**src/common/rv_isa_pkg.sv**
```systemverilog
`default_nettype none

package rv_isa_pkg;

   localparam int XLEN = 32;

   typedef logic [4:0] cnt_t;
   typedef logic [4:0] reg_addr_t;

   typedef struct packed {
      reg_addr_t rs1;
      reg_addr_t rs2;
      reg_addr_t rd;
   } rf_addr_t;

   // Major opcodes in instr[6:0]
   localparam logic [6:0] OP_LUI    = 7'b0110111;
   localparam logic [6:0] OP_OPIMM  = 7'b0010011;
   localparam logic [6:0] OP_OP     = 7'b0110011;
   localparam logic [6:0] OP_LOAD   = 7'b0000011;
   localparam logic [6:0] OP_STORE  = 7'b0100011;
   localparam logic [6:0] OP_BRANCH = 7'b1100011;
   localparam logic [6:0] OP_JAL    = 7'b1101111;

   localparam logic [2:0] F3_ADD = 3'b000;
   localparam logic [2:0] F3_XOR = 3'b100;
   localparam logic [2:0] F3_OR  = 3'b110;
   localparam logic [2:0] F3_AND = 3'b111;
   localparam logic [2:0] F3_BEQ = 3'b000;
   localparam logic [2:0] F3_BNE = 3'b001;

   typedef enum logic [2:0] {
      ALU_ADD,
      ALU_SUB,
      ALU_AND,
      ALU_OR,
      ALU_XOR,
      ALU_PASS_B
   } alu_op_t;

   typedef struct packed {
      alu_op_t alu_op;
      logic    op_b_imm;
      logic    rd_op;
      logic    two_stage;
      logic    mem_op;
      logic    mem_we;
      logic    branch;
      logic    bne;
      logic    jal;
   } ctrl_t;

   typedef struct packed {
      cnt_t cnt;
      logic cnt_en;
      logic phase2;
      logic rd_en;
      logic pc_en;
   } seq_t;

endpackage

`default_nettype wire

```
**src/common/bus_pkg.sv**
```systemverilog
`default_nettype none

package bus_pkg;

   // One master request held steady from cyc until ack
   typedef struct packed {
      logic [31:0] adr;
      logic [31:0] dat;
      logic        we;
      logic        cyc;
   } bus_req_t;

   typedef struct packed {
      logic [31:0] rdt;
      logic        ack;
   } bus_rsp_t;

endpackage

`default_nettype wire

```
**src/core/core_state.sv**
```systemverilog
`default_nettype none
`timescale 1ns/1ps

module core_state
   import rv_isa_pkg::*;
  (
   input wire        clk,
   input wire        i_reset,
   input wire ctrl_t i_ctrl,
   input wire        i_ibus_ack,
   input wire        i_dbus_ack,
   output logic      o_ibus_cyc,
   output logic      o_dbus_cyc,
   output seq_t      o_seq
   );

   typedef enum logic [1:0] {
      S_FETCH,
      S_PH1,
      S_MEM,
      S_PH2
   } state_t;

   state_t state;
   cnt_t   cnt;
   logic   in_ph1;
   logic   in_ph2;
   logic   last;

   assign in_ph1 = (state == S_PH1);
   assign in_ph2 = (state == S_PH2);
   assign last   = (cnt == 5'd31);

   always_ff @(posedge clk) begin
      if (i_reset) begin
         state      <= S_FETCH;
         cnt        <= '0;
         o_ibus_cyc <= 1'b0;
         o_dbus_cyc <= 1'b0;
      end else begin
         // Wraps back to 0 after bit 31
         if (in_ph1 || in_ph2)
            cnt <= cnt + 5'd1;
         case (state)
            S_FETCH: begin
               if (i_ibus_ack) begin
                  o_ibus_cyc <= 1'b0;
                  state      <= S_PH1;
               end else begin
                  o_ibus_cyc <= 1'b1;
               end
            end
            S_PH1: begin
               if (last) begin
                  if (!i_ctrl.two_stage) begin
                     o_ibus_cyc <= 1'b1;
                     state      <= S_FETCH;
                  end else if (i_ctrl.mem_op) begin
                     o_dbus_cyc <= 1'b1;
                     state      <= S_MEM;
                  end else begin
                     state <= S_PH2;
                  end
               end
            end
            S_MEM: begin
               if (i_dbus_ack) begin
                  o_dbus_cyc <= 1'b0;
                  state      <= S_PH2;
               end
            end
            default: begin
               if (last) begin
                  o_ibus_cyc <= 1'b1;
                  state      <= S_FETCH;
               end
            end
         endcase
      end
   end

   // rd and PC are written in the last phase of the instruction
   always_comb begin
      o_seq.cnt    = cnt;
      o_seq.cnt_en = in_ph1 || in_ph2;
      o_seq.phase2 = in_ph2;
      o_seq.rd_en  = i_ctrl.rd_op && (i_ctrl.two_stage ? in_ph2 : in_ph1);
      o_seq.pc_en  = i_ctrl.two_stage ? in_ph2 : in_ph1;
   end

endmodule

`default_nettype wire

```
**src/core/core_decode.sv**
```systemverilog
`default_nettype none
`timescale 1ns/1ps

module core_decode
   import rv_isa_pkg::*;
   import bus_pkg::*;
  (
   input wire           clk,
   input wire bus_rsp_t i_ibus_rsp,
   input wire seq_t     i_seq,
   output ctrl_t        o_ctrl,
   output rf_addr_t     o_rf_addr,
   output logic         o_imm_bit
   );

   logic [6:0]  opcode;
   logic [2:0]  funct3;
   logic        funct7_b5;
   logic [31:0] rdt;
   logic [31:0] imm_fmt;
   logic [31:0] imm_q;

   assign rdt = i_ibus_rsp.rdt;

   always_comb begin
      case (rdt[6:0])
         OP_STORE:  imm_fmt = {{20{rdt[31]}}, rdt[31:25], rdt[11:7]};
         OP_BRANCH: imm_fmt = {{20{rdt[31]}}, rdt[7], rdt[30:25], rdt[11:8], 1'b0};
         OP_JAL:    imm_fmt = {{12{rdt[31]}}, rdt[19:12], rdt[20], rdt[30:21], 1'b0};
         OP_LUI:    imm_fmt = {rdt[31:12], 12'd0};
         default:   imm_fmt = {{20{rdt[31]}}, rdt[31:20]};
      endcase
   end

   // Rotates so a second phase sees the immediate again
   always_ff @(posedge clk) begin
      if (i_ibus_rsp.ack) begin
         opcode    <= rdt[6:0];
         funct3    <= rdt[14:12];
         funct7_b5 <= rdt[30];
         o_rf_addr <= '{rs1: rdt[19:15], rs2: rdt[24:20], rd: rdt[11:7]};
         imm_q     <= imm_fmt;
      end else if (i_seq.cnt_en) begin
         imm_q <= {imm_q[0], imm_q[31:1]};
      end
   end

   assign o_imm_bit = imm_q[0];

   always_comb begin
      // Anything unknown falls through as a no-op
      o_ctrl = '0;
      case (opcode)
         OP_LUI: begin
            o_ctrl.alu_op   = ALU_PASS_B;
            o_ctrl.op_b_imm = 1'b1;
            o_ctrl.rd_op    = 1'b1;
         end
         OP_OPIMM, OP_OP: begin
            o_ctrl.op_b_imm = (opcode == OP_OPIMM);
            o_ctrl.rd_op    = 1'b1;
            case (funct3)
               F3_ADD:  o_ctrl.alu_op = (opcode == OP_OP && funct7_b5) ? ALU_SUB : ALU_ADD;
               F3_XOR:  o_ctrl.alu_op = ALU_XOR;
               F3_OR:   o_ctrl.alu_op = ALU_OR;
               F3_AND:  o_ctrl.alu_op = ALU_AND;
               default: o_ctrl.rd_op  = 1'b0;
            endcase
         end
         OP_LOAD, OP_STORE: begin
            o_ctrl.op_b_imm  = 1'b1;
            o_ctrl.rd_op     = (opcode == OP_LOAD);
            o_ctrl.two_stage = 1'b1;
            o_ctrl.mem_op    = 1'b1;
            o_ctrl.mem_we    = (opcode == OP_STORE);
         end
         OP_BRANCH: begin
            if (funct3 == F3_BEQ || funct3 == F3_BNE) begin
               o_ctrl.two_stage = 1'b1;
               o_ctrl.branch    = 1'b1;
               o_ctrl.bne       = (funct3 == F3_BNE);
            end
         end
         OP_JAL: begin
            o_ctrl.rd_op = 1'b1;
            o_ctrl.jal   = 1'b1;
         end
         default: o_ctrl = '0;
      endcase
   end

endmodule

`default_nettype wire

```
**src/core/serial_rf.sv**
```systemverilog
`default_nettype none
`timescale 1ns/1ps

module serial_rf
   import rv_isa_pkg::*;
  (
   input wire           clk,
   input wire seq_t     i_seq,
   input wire rf_addr_t i_rf_addr,
   input wire           i_rd_bit,
   output logic         o_rs1_bit,
   output logic         o_rs2_bit
   );

   logic [XLEN-1:0] regs [32];

   // Writes one bit of rd per cycle and never x0
   always_ff @(posedge clk) begin
      if (i_seq.rd_en && (i_rf_addr.rd != 5'd0))
         regs[i_rf_addr.rd][i_seq.cnt] <= i_rd_bit;
   end

   // Bit cnt is read before it is overwritten in the same cycle
   assign o_rs1_bit = (i_rf_addr.rs1 == 5'd0) ? 1'b0 : regs[i_rf_addr.rs1][i_seq.cnt];
   assign o_rs2_bit = (i_rf_addr.rs2 == 5'd0) ? 1'b0 : regs[i_rf_addr.rs2][i_seq.cnt];

endmodule

`default_nettype wire

```
**src/core/core_datapath.sv**
```systemverilog
`default_nettype none
`timescale 1ns/1ps

module core_datapath
   import rv_isa_pkg::*;
   import bus_pkg::*;
  #(parameter logic [31:0] RESET_PC = 32'd0)
  (
   input wire           clk,
   input wire           i_reset,
   input wire seq_t     i_seq,
   input wire ctrl_t    i_ctrl,
   input wire           i_imm_bit,
   input wire           i_rs1_bit,
   input wire           i_rs2_bit,
   input wire bus_rsp_t i_dbus_rsp,
   output logic         o_rd_bit,
   output logic [31:0]  o_ibus_adr,
   output logic [31:0]  o_dbus_adr,
   output logic [31:0]  o_dbus_dat,
   output logic         o_dbus_we
   );

   logic [XLEN-1:0] pc_q;
   logic [XLEN-1:0] adr_q;
   logic [XLEN-1:0] dat_q;
   logic            cnt0;
   logic            ph1;
   logic            op_b;
   logic            sub;
   logic            b_eff;
   logic            alu_cin;
   logic            alu_carry_q;
   logic            alu_sum;
   logic            alu_bit;
   logic            eq_q;
   logic            taken;
   logic            four_bit;
   logic            pc_off;
   logic            pc_cin;
   logic            pc_carry_q;
   logic            pc_next;
   logic            link_cin;
   logic            link_carry_q;
   logic            link_bit;

   assign cnt0 = (i_seq.cnt == 5'd0);
   assign ph1  = i_seq.cnt_en && !i_seq.phase2;
   assign op_b = i_ctrl.op_b_imm ? i_imm_bit : i_rs2_bit;
   assign sub  = (i_ctrl.alu_op == ALU_SUB);

   // rs1 + ~b + 1 for SUB
   assign b_eff   = op_b ^ sub;
   assign alu_cin = cnt0 ? sub : alu_carry_q;
   assign alu_sum = i_rs1_bit ^ b_eff ^ alu_cin;

   always_comb begin
      case (i_ctrl.alu_op)
         ALU_AND:    alu_bit = i_rs1_bit & op_b;
         ALU_OR:     alu_bit = i_rs1_bit | op_b;
         ALU_XOR:    alu_bit = i_rs1_bit ^ op_b;
         ALU_PASS_B: alu_bit = op_b;
         default:    alu_bit = alu_sum;
      endcase
   end

   // PC adder and the PC+4 link adder both walk pc_q[0]
   assign taken    = i_ctrl.branch && (eq_q ^ i_ctrl.bne);
   assign four_bit = (i_seq.cnt == 5'd2);
   assign pc_off   = (i_ctrl.jal || taken) ? i_imm_bit : four_bit;
   assign pc_cin   = !cnt0 && pc_carry_q;
   assign pc_next  = pc_q[0] ^ pc_off ^ pc_cin;
   assign link_cin = !cnt0 && link_carry_q;
   assign link_bit = pc_q[0] ^ four_bit ^ link_cin;

   always_ff @(posedge clk) begin
      if (i_seq.cnt_en) begin
         alu_carry_q  <= (i_rs1_bit & b_eff) | (alu_cin & (i_rs1_bit ^ b_eff));
         pc_carry_q   <= (pc_q[0] & pc_off) | (pc_cin & (pc_q[0] ^ pc_off));
         link_carry_q <= (pc_q[0] & four_bit) | (link_cin & (pc_q[0] ^ four_bit));
      end
      if (ph1)
         eq_q <= (cnt0 || eq_q) && !(i_rs1_bit ^ i_rs2_bit);
      if (ph1 && i_ctrl.mem_op)
         adr_q <= {alu_bit, adr_q[XLEN-1:1]};
      // Store data shifts in during phase 1, load data shifts out in phase 2
      if (i_dbus_rsp.ack && !i_ctrl.mem_we)
         dat_q <= i_dbus_rsp.rdt;
      else if (i_seq.cnt_en && i_ctrl.mem_op)
         dat_q <= {i_seq.phase2 ? dat_q[0] : i_rs2_bit, dat_q[XLEN-1:1]};
   end

   always_ff @(posedge clk) begin
      if (i_reset)
         pc_q <= RESET_PC;
      else if (i_seq.pc_en)
         pc_q <= {pc_next, pc_q[XLEN-1:1]};
   end

   always_comb begin
      if (i_seq.phase2)
         o_rd_bit = dat_q[0];
      else if (i_ctrl.jal)
         o_rd_bit = link_bit;
      else
         o_rd_bit = alu_bit;
   end

   assign o_ibus_adr = pc_q;
   assign o_dbus_adr = adr_q;
   assign o_dbus_dat = dat_q;
   assign o_dbus_we  = i_ctrl.mem_we;

endmodule

`default_nettype wire

```
**src/logic/bus_arbiter.sv**
```systemverilog
`default_nettype none
`timescale 1ns/1ps

module bus_arbiter
   import bus_pkg::*;
  (
   input wire           clk,
   input wire           i_reset,
   input wire bus_req_t i_ibus_req,
   input wire bus_req_t i_dbus_req,
   output bus_rsp_t     o_ibus_rsp,
   output bus_rsp_t     o_dbus_rsp,
   output bus_req_t     o_mem_req,
   input wire bus_rsp_t i_mem_rsp
   );

   logic busy;
   logic grant_d;

   // Data port first when both ask
   always_ff @(posedge clk) begin
      if (i_reset) begin
         busy    <= 1'b0;
         grant_d <= 1'b0;
      end else if (busy) begin
         if (i_mem_rsp.ack)
            busy <= 1'b0;
      end else if (i_dbus_req.cyc || i_ibus_req.cyc) begin
         busy    <= 1'b1;
         grant_d <= i_dbus_req.cyc;
      end
   end

   always_comb begin
      o_mem_req     = grant_d ? i_dbus_req : i_ibus_req;
      o_mem_req.cyc = busy && (grant_d ? i_dbus_req.cyc : i_ibus_req.cyc);
   end

   assign o_ibus_rsp = '{rdt: i_mem_rsp.rdt, ack: i_mem_rsp.ack && busy && !grant_d};
   assign o_dbus_rsp = '{rdt: i_mem_rsp.rdt, ack: i_mem_rsp.ack && busy && grant_d};

endmodule

`default_nettype wire

```
**src/logic/cpu_top.sv**
```systemverilog
`default_nettype none
`timescale 1ns/1ps

module cpu_top
   import rv_isa_pkg::*;
   import bus_pkg::*;
  #(parameter logic [31:0] RESET_PC = 32'd0)
  (
   input wire           clk,
   input wire           i_reset,
   output bus_req_t     o_mem_req,
   input wire bus_rsp_t i_mem_rsp
   );

   ctrl_t       ctrl;
   seq_t        seq;
   rf_addr_t    rf_addr;
   logic        imm_bit;
   logic        rs1_bit;
   logic        rs2_bit;
   logic        rd_bit;
   logic        ibus_cyc;
   logic        dbus_cyc;
   logic        dbus_we;
   logic [31:0] ibus_adr;
   logic [31:0] dbus_adr;
   logic [31:0] dbus_dat;
   bus_req_t    ibus_req;
   bus_req_t    dbus_req;
   bus_rsp_t    ibus_rsp;
   bus_rsp_t    dbus_rsp;

   // Instruction port never writes
   assign ibus_req = '{adr: ibus_adr, dat: 32'd0, we: 1'b0, cyc: ibus_cyc};
   assign dbus_req = '{adr: dbus_adr, dat: dbus_dat, we: dbus_we, cyc: dbus_cyc};

   core_state core_state_inst
     (.clk        (clk),
      .i_reset    (i_reset),
      .i_ctrl     (ctrl),
      .i_ibus_ack (ibus_rsp.ack),
      .i_dbus_ack (dbus_rsp.ack),
      .o_ibus_cyc (ibus_cyc),
      .o_dbus_cyc (dbus_cyc),
      .o_seq      (seq));

   core_decode core_decode_inst
     (.clk        (clk),
      .i_ibus_rsp (ibus_rsp),
      .i_seq      (seq),
      .o_ctrl     (ctrl),
      .o_rf_addr  (rf_addr),
      .o_imm_bit  (imm_bit));

   serial_rf serial_rf_inst
     (.clk       (clk),
      .i_seq     (seq),
      .i_rf_addr (rf_addr),
      .i_rd_bit  (rd_bit),
      .o_rs1_bit (rs1_bit),
      .o_rs2_bit (rs2_bit));

   core_datapath #(.RESET_PC (RESET_PC)) core_datapath_inst
     (.clk        (clk),
      .i_reset    (i_reset),
      .i_seq      (seq),
      .i_ctrl     (ctrl),
      .i_imm_bit  (imm_bit),
      .i_rs1_bit  (rs1_bit),
      .i_rs2_bit  (rs2_bit),
      .i_dbus_rsp (dbus_rsp),
      .o_rd_bit   (rd_bit),
      .o_ibus_adr (ibus_adr),
      .o_dbus_adr (dbus_adr),
      .o_dbus_dat (dbus_dat),
      .o_dbus_we  (dbus_we));

   bus_arbiter bus_arbiter_inst
     (.clk        (clk),
      .i_reset    (i_reset),
      .i_ibus_req (ibus_req),
      .i_dbus_req (dbus_req),
      .o_ibus_rsp (ibus_rsp),
      .o_dbus_rsp (dbus_rsp),
      .o_mem_req  (o_mem_req),
      .i_mem_rsp  (i_mem_rsp));

endmodule

`default_nettype wire

```
**config.mk**
```make
export PLATFORM = sky130hd
export DESIGN_NAME = cpu_top
export DESIGN_NICKNAME = d
export VERILOG_FILES = /design/src/common/rv_isa_pkg.sv /design/src/common/bus_pkg.sv /design/src/core/core_state.sv /design/src/core/core_decode.sv /design/src/core/serial_rf.sv /design/src/core/core_datapath.sv /design/src/logic/bus_arbiter.sv /design/src/logic/cpu_top.sv
export SDC_FILE = /design/constraint.sdc
export NUM_CORES = 2
export LEC_CHECK = 0
export ABC_AREA = 1
export BUFFER_PORTS_ARGS = -buffer_cell sky130_fd_sc_hd__buf_4
export CAP_MARGIN = 30
export CORE_MARGIN = 4
export CORE_UTILIZATION = 33
export CTS_CLUSTER_DIAMETER = 100
export CTS_CLUSTER_SIZE = 25
export DETAILED_ROUTE_END_ITERATION = 6
export PLACE_DENSITY_LB_ADDON = 0.1
export SLEW_MARGIN = 30
export SYNTH_ARGS = -nofsm -noshare
export SYNTH_HDL_FRONTEND = slang
export SYNTH_SLANG_ARGS = --single-unit
```
**constraint.sdc**
```tcl
create_clock -name clk -period 46.9 [get_ports clk]
set_input_delay 9.38 -clock clk [delete_from_list [all_inputs] [get_ports clk]]
set_output_delay 9.38 -clock clk [all_outputs]
set_load 0.01 [all_outputs]
```
Word-level counts from Yosys, hierarchy flattened:

Memories as Yosys holds them, arrays and structs flattened. A register that Yosys moved wholly into a read port is not among the register bits.
Cells that the tools add are included.

* bits in registers: 169
* memories: 1
* word-level logic and storage cells: 183
* input bits: 35
* output and inout port bits: 66
* RAM bits: 1024

Memories
* serial_rf_inst.regs: words 32, bits a word 32, read ports 2, clocked after Yosys merged registers in 2, write ports 1, RTL line serial_rf.sv:15 `logic [XLEN-1:0] regs [32];`

* order comparisons: 2
* mux-type cells: 59
* add/subtract/negate cells: 1
* eq/ne operators: 31
* bitwise operators: 23
* reduce and logical (&&, ||, !) cells: 46

Operators with widths (number)
* $mux W32: 5
* $pmux W31 S4: 1
* $mux W66: 1
* $eq A7 B6 Y1 const B: 5
* $mux W1: 30
* $eq A7 B7 Y1 const B: 4
* $logic_and A1 B1 Y1: 16
* $mux W2: 8
* $eq A3 B3 Y1 const B: 5
* $logic_not A5 Y1: 3
* $pmux W3 S4: 1
* $bmux W1 S5: 2
* $mux W5: 2
* $xor A1 B1 Y1: 10
* $ne A2 B1 Y1 const B: 4
* $reduce_and A4 Y1: 2
* $reduce_bool A2 Y1: 4
* $and A1 B1 Y1: 7
* $eq A7 B2 Y1 const B: 1
* $eq A7 B5 Y1 const B: 1
* $eq A3 B1 Y1 const B: 2
* $eq A3 B2 Y1 const B: 2
* $lt A5 B6 Y1 const B: 1
* $pmux W1 S2: 3
* other kinds (25): 42

Depth between registers and ports, before layout:

* depth after elaboration: 12
* depth in mapped cells: 27

Cells and area by module:

Synthesis repeated with hierarchy kept, for this count alone.

* cells, all modules: 8149
* area, all modules: 65750.6 um^2

Modules (own cells, without submodules)
* serial_rf: cells an instance 7117, times used 1, sequential area each 30749.5 um^2, area an instance 56681.9 um^2
* core_datapath: cells an instance 312, times used 1, sequential area each 2682.6 um^2, area an instance 4031.4 um^2
* core_decode: cells an instance 349, times used 1, sequential area each 1741.7 um^2, area an instance 3084.2 um^2
* bus_arbiter: cells an instance 292, times used 1, sequential area each 40.0 um^2, area an instance 1423.9 um^2
* core_state: cells an instance 78, times used 1, sequential area each 180.2 um^2, area an instance 525.5 um^2
* cpu_top: cells an instance 1, times used 1, sequential area each 0.0 um^2, area an instance 3.8 um^2

Least setup slack after synthesis:

No wires, ideal clock.

* path kind: flip-flop to flip-flop
* start point: register with a tool-made name
* end point: memory serial_rf_inst.regs[0][0], data pin
* arrival: 42.072 ns
* path slack: -3.300 ns
* data required time: 38.772 ns
* cell stages (with the launch flop): 26
* buffers on the path: 3
* path through: dfxtp_1 > buf_2 > buf_2 > clkbuf_1 > nand3_1 > nand3_1 > nand2_1 > nand2_1 > nand3_1 > nand3_1 > nand2_1 > nand2_1 > nand2_1 > nand2_1 > nand2_1 > nor2_1 > nand2_1 > nand3_1 > nand2_1 > nand2_1 > nand2_1 > fa_1 > nand2_1 > o2111ai_1 > nor2_1 > o21ai_0

RTL lines (RTL line)
* to (decl): serial_rf.sv:15

==> reports/results.ini <==
[hold_path]
min_path_type = reg2reg
hold_depth = 0

[cts]
clock_latency_ps = 750
cts-resized-gates = 0
cts_buffers = 57
root_buffer = clkbuf_16
cts_setup_buffers = 0
clock_path_buffers = 3
hold_buffers = 0
cts_tree = built
path_clk_slew_ps = 110
htreeDepth = 2
clkSinkCount = 1203

[drt]
ant_nets = 0
via_count = 56000
vias_per_cell = 5.49
drt_iter0_drc = 6214
wirelength_mm = 263
drc = 0
firstDrtPassIters = 6
routedWlPerCell_um = 25.8

[sta]
whs_ps = 450
hold_viol = 0
worst_pin_slew_ps = 1130
rsz0062_at_grt = no
finalCriticalPeriod_ps = 11730
maxSlewViolCount = 0
fmax_ghz = 0.0853
relSlewSlack_pct = 24.5
fin_setup_tns_ps = 0
fin_crit_sh_pct = 25.0
fin_skew_ps = 50.8
setup_viol = 0

[place]
io_buffers = 100
place.gp.congestion = 0.782
placed_cells = 10100
place_hpwl_mm = 130

[final_layout]
finalNetCount = 7572
drive_above_1_share_pct = 7.42
fillCellCount = 20600
area_growth_pct = 5.61
regArea_sq_um = 35600
multi_input_area_sq_um = 25900
fin_cells = 10200

[grt]
antenna_found_initial = 7
grt_pass1_wl_mm = 379
grt_pass1_vias = 53900
grt_use_total_pct = 24.8
grt.overflow.total = 0
grt_max_degree = 247

[yosys]
synth_edf_count = 1150
synth_area_leaders = edfxtp_1 53%, nand2_1 15%, nand3_1 14%
netlist_instances = 7897
ys_ff_latch = 1203
synth_common_cells = 2679 x nand2_1, 1860 x nand3_1, 1150 x edfxtp_1
synthFlopType = edfxtp_1
yosysMostFrequentCell = nand2_1
async_flop_share_pct = 0
ys_seq_area_share_pct = 54.3
avgSynthCellArea_sq_um = 8.30
synth_largest_area_cell = edfxtp_1
synth_top_area_share_pct = 52.7
synth_warnings = 0
netlist_area_sq_um = 65500
ys_types = 42

[power_and_ir_drop]
cellLeakagePower_nw = 25.2
p_per_area_nw_per_um2 = 58.7
irDropWorstVdd_uv = 152

[critical_path]
required_ps = 37520
path_class = reg2out
reg2reg_depth = 29
critPathArrivalTime_ps = 2350
start_kind = register
end_kind = primary output
cp_max_fo = 101

[floorplanning]
initial_utilization_pct = 33.2
core_area_sq_um = 197000
std_cell_rows = 163
fp.dieH_um = 454
ioPinCount = 101
die_area_sq_um = 206000
die_x_um = 454

[run_status]
status = finished, final reports clean

[run]
max_cap_viol_count = 0

[state kept, by name (all words and copies together), names as in the netlist, named ones only]
| name | cells |
|---|---|
| serial_rf_inst.regs | 1024 |
| core_datapath_inst.o_dbus_adr | 32 |
| core_datapath_inst.o_dbus_dat | 32 |
| core_datapath_inst.o_ibus_adr | 32 |
| core_decode_inst.imm_q | 32 |
| core_decode_inst.o_rf_addr | 15 |
| core_decode_inst.opcode | 7 |
| core_state_inst.cnt | 5 |
| core_decode_inst.funct3 | 3 |
| core_state_inst.state | 2 |
| bus_arbiter_inst.busy | 1 |
| bus_arbiter_inst.grant_d | 1 |
| core_datapath_inst.alu_carry_q | 1 |
| core_datapath_inst.eq_q | 1 |
| core_datapath_inst.link_carry_q | 1 |
| core_datapath_inst.pc_carry_q | 1 |
| core_decode_inst.funct7_b5 | 1 |
| core_state_inst.o_dbus_cyc | 1 |
| core_state_inst.o_ibus_cyc | 1 |
[per-stage QoR]
step,total power [mW],setup slack [ps],utilization [%],area (sq um)
6_report,4.06,35170,35.1,69200
3_3_place_gp,3.40,34560,34.0,67100
4_1_cts,4.05,35070,35.0,69100
5_1_grt,4.23,34930,35.1,69200
3_5_place_dp,3.41,34560,34.1,67300
2_1_floorplan,3.02,14250,-,65600
[power breakdown]
part           total (mW)  switching, mW  internal (mW)
logic                1.45           1.19          0.261
registers            1.96         0.0447           1.92
clock network       0.645          0.378          0.268
[final cells by class]
type                            instances  share of cell area, %
Timing Repair Buffer                  219                   2.72
Sequential cell                      1203                   51.5
Multi-Input combinational cell       5891                   37.5
Antenna cell                            1                0.00362
Inverter                              155                  0.913
Tap cell                             2640                   4.77
Clock inverter                         18                  0.360
Clock buffer                           78                   2.28
[routing by layer]
layer  up-vias  routed length [um]  track usage, %
met5         -                  13               0
met4         2                9630            8.07
met3       434               18600            3.24
met2      2363              120000            40.4
met1     27700              115000            34.2
li1      25500                   -               -
[kinds of logic (layout without fill, tap and decap cells)]
| family | Yosys count | in the layout | share of synthesized area [%] |
|---|---|---|---|
| fa+ha+maj | 10 | 10 | 0.225 |
| other cells | 1 | 33 | 0.00572 |
| buf+inv | 834 | 470 | 6.83 |
| flops | 1203 | 1203 | 54.3 |
| simple gates | 5650 | 5650 | 36.9 |
| xor+xnor | 1 | 1 | 0.0134 |
| compound gates | 198 | 198 | 1.65 |
[placed cells by master (no fill, tap or decap), types with 5 or more instances in the layout]
cell,count
inv_1,141
nor3_1,13
nand2_1,2644
nor4_1,5
o21ai_0,101
nand2_8,9
nor2_2,161
buf_12,11
nand2_2,12
o211ai_1,9
nor3_2,7
buf_6,9
edfxtp_1,1150
a21oi_1,68
bufinv_16,5
dfxtp_1,41
clkbuf_16,60
clkbuf_1,17
nor2_1,889
buf_4,195
inv_6,5
dfxtp_4,8
nand2_4,38
inv_2,5
ha_1,7
conb_1,32
nand3_1,1860
[worst max-delay path, cell delays in order (launching register included)]
cell and delay (ps):
dfxtp_2 330, buf_4 660, inv_1 140, nor3_1 280
buf_4 170
[final timing paths]
path                                                    start                                          end  slack (ps)
setup / recovery        bus_arbiter_inst.grant_d$_SDFFE_PP0P_                                 o_mem_req[1]       35170
hold reg to reg   core_datapath_inst.o_dbus_adr[27]$_DFFE_PP_  core_datapath_inst.o_dbus_adr[26]$_DFFE_PP_         450
hold / removal    core_datapath_inst.o_dbus_adr[27]$_DFFE_PP_  core_datapath_inst.o_dbus_adr[26]$_DFFE_PP_         450
setup reg to reg                                     register         serial_rf_inst.regs[0][12]$_DFFE_PP_       37040
(Power assumes the default switching activity.)
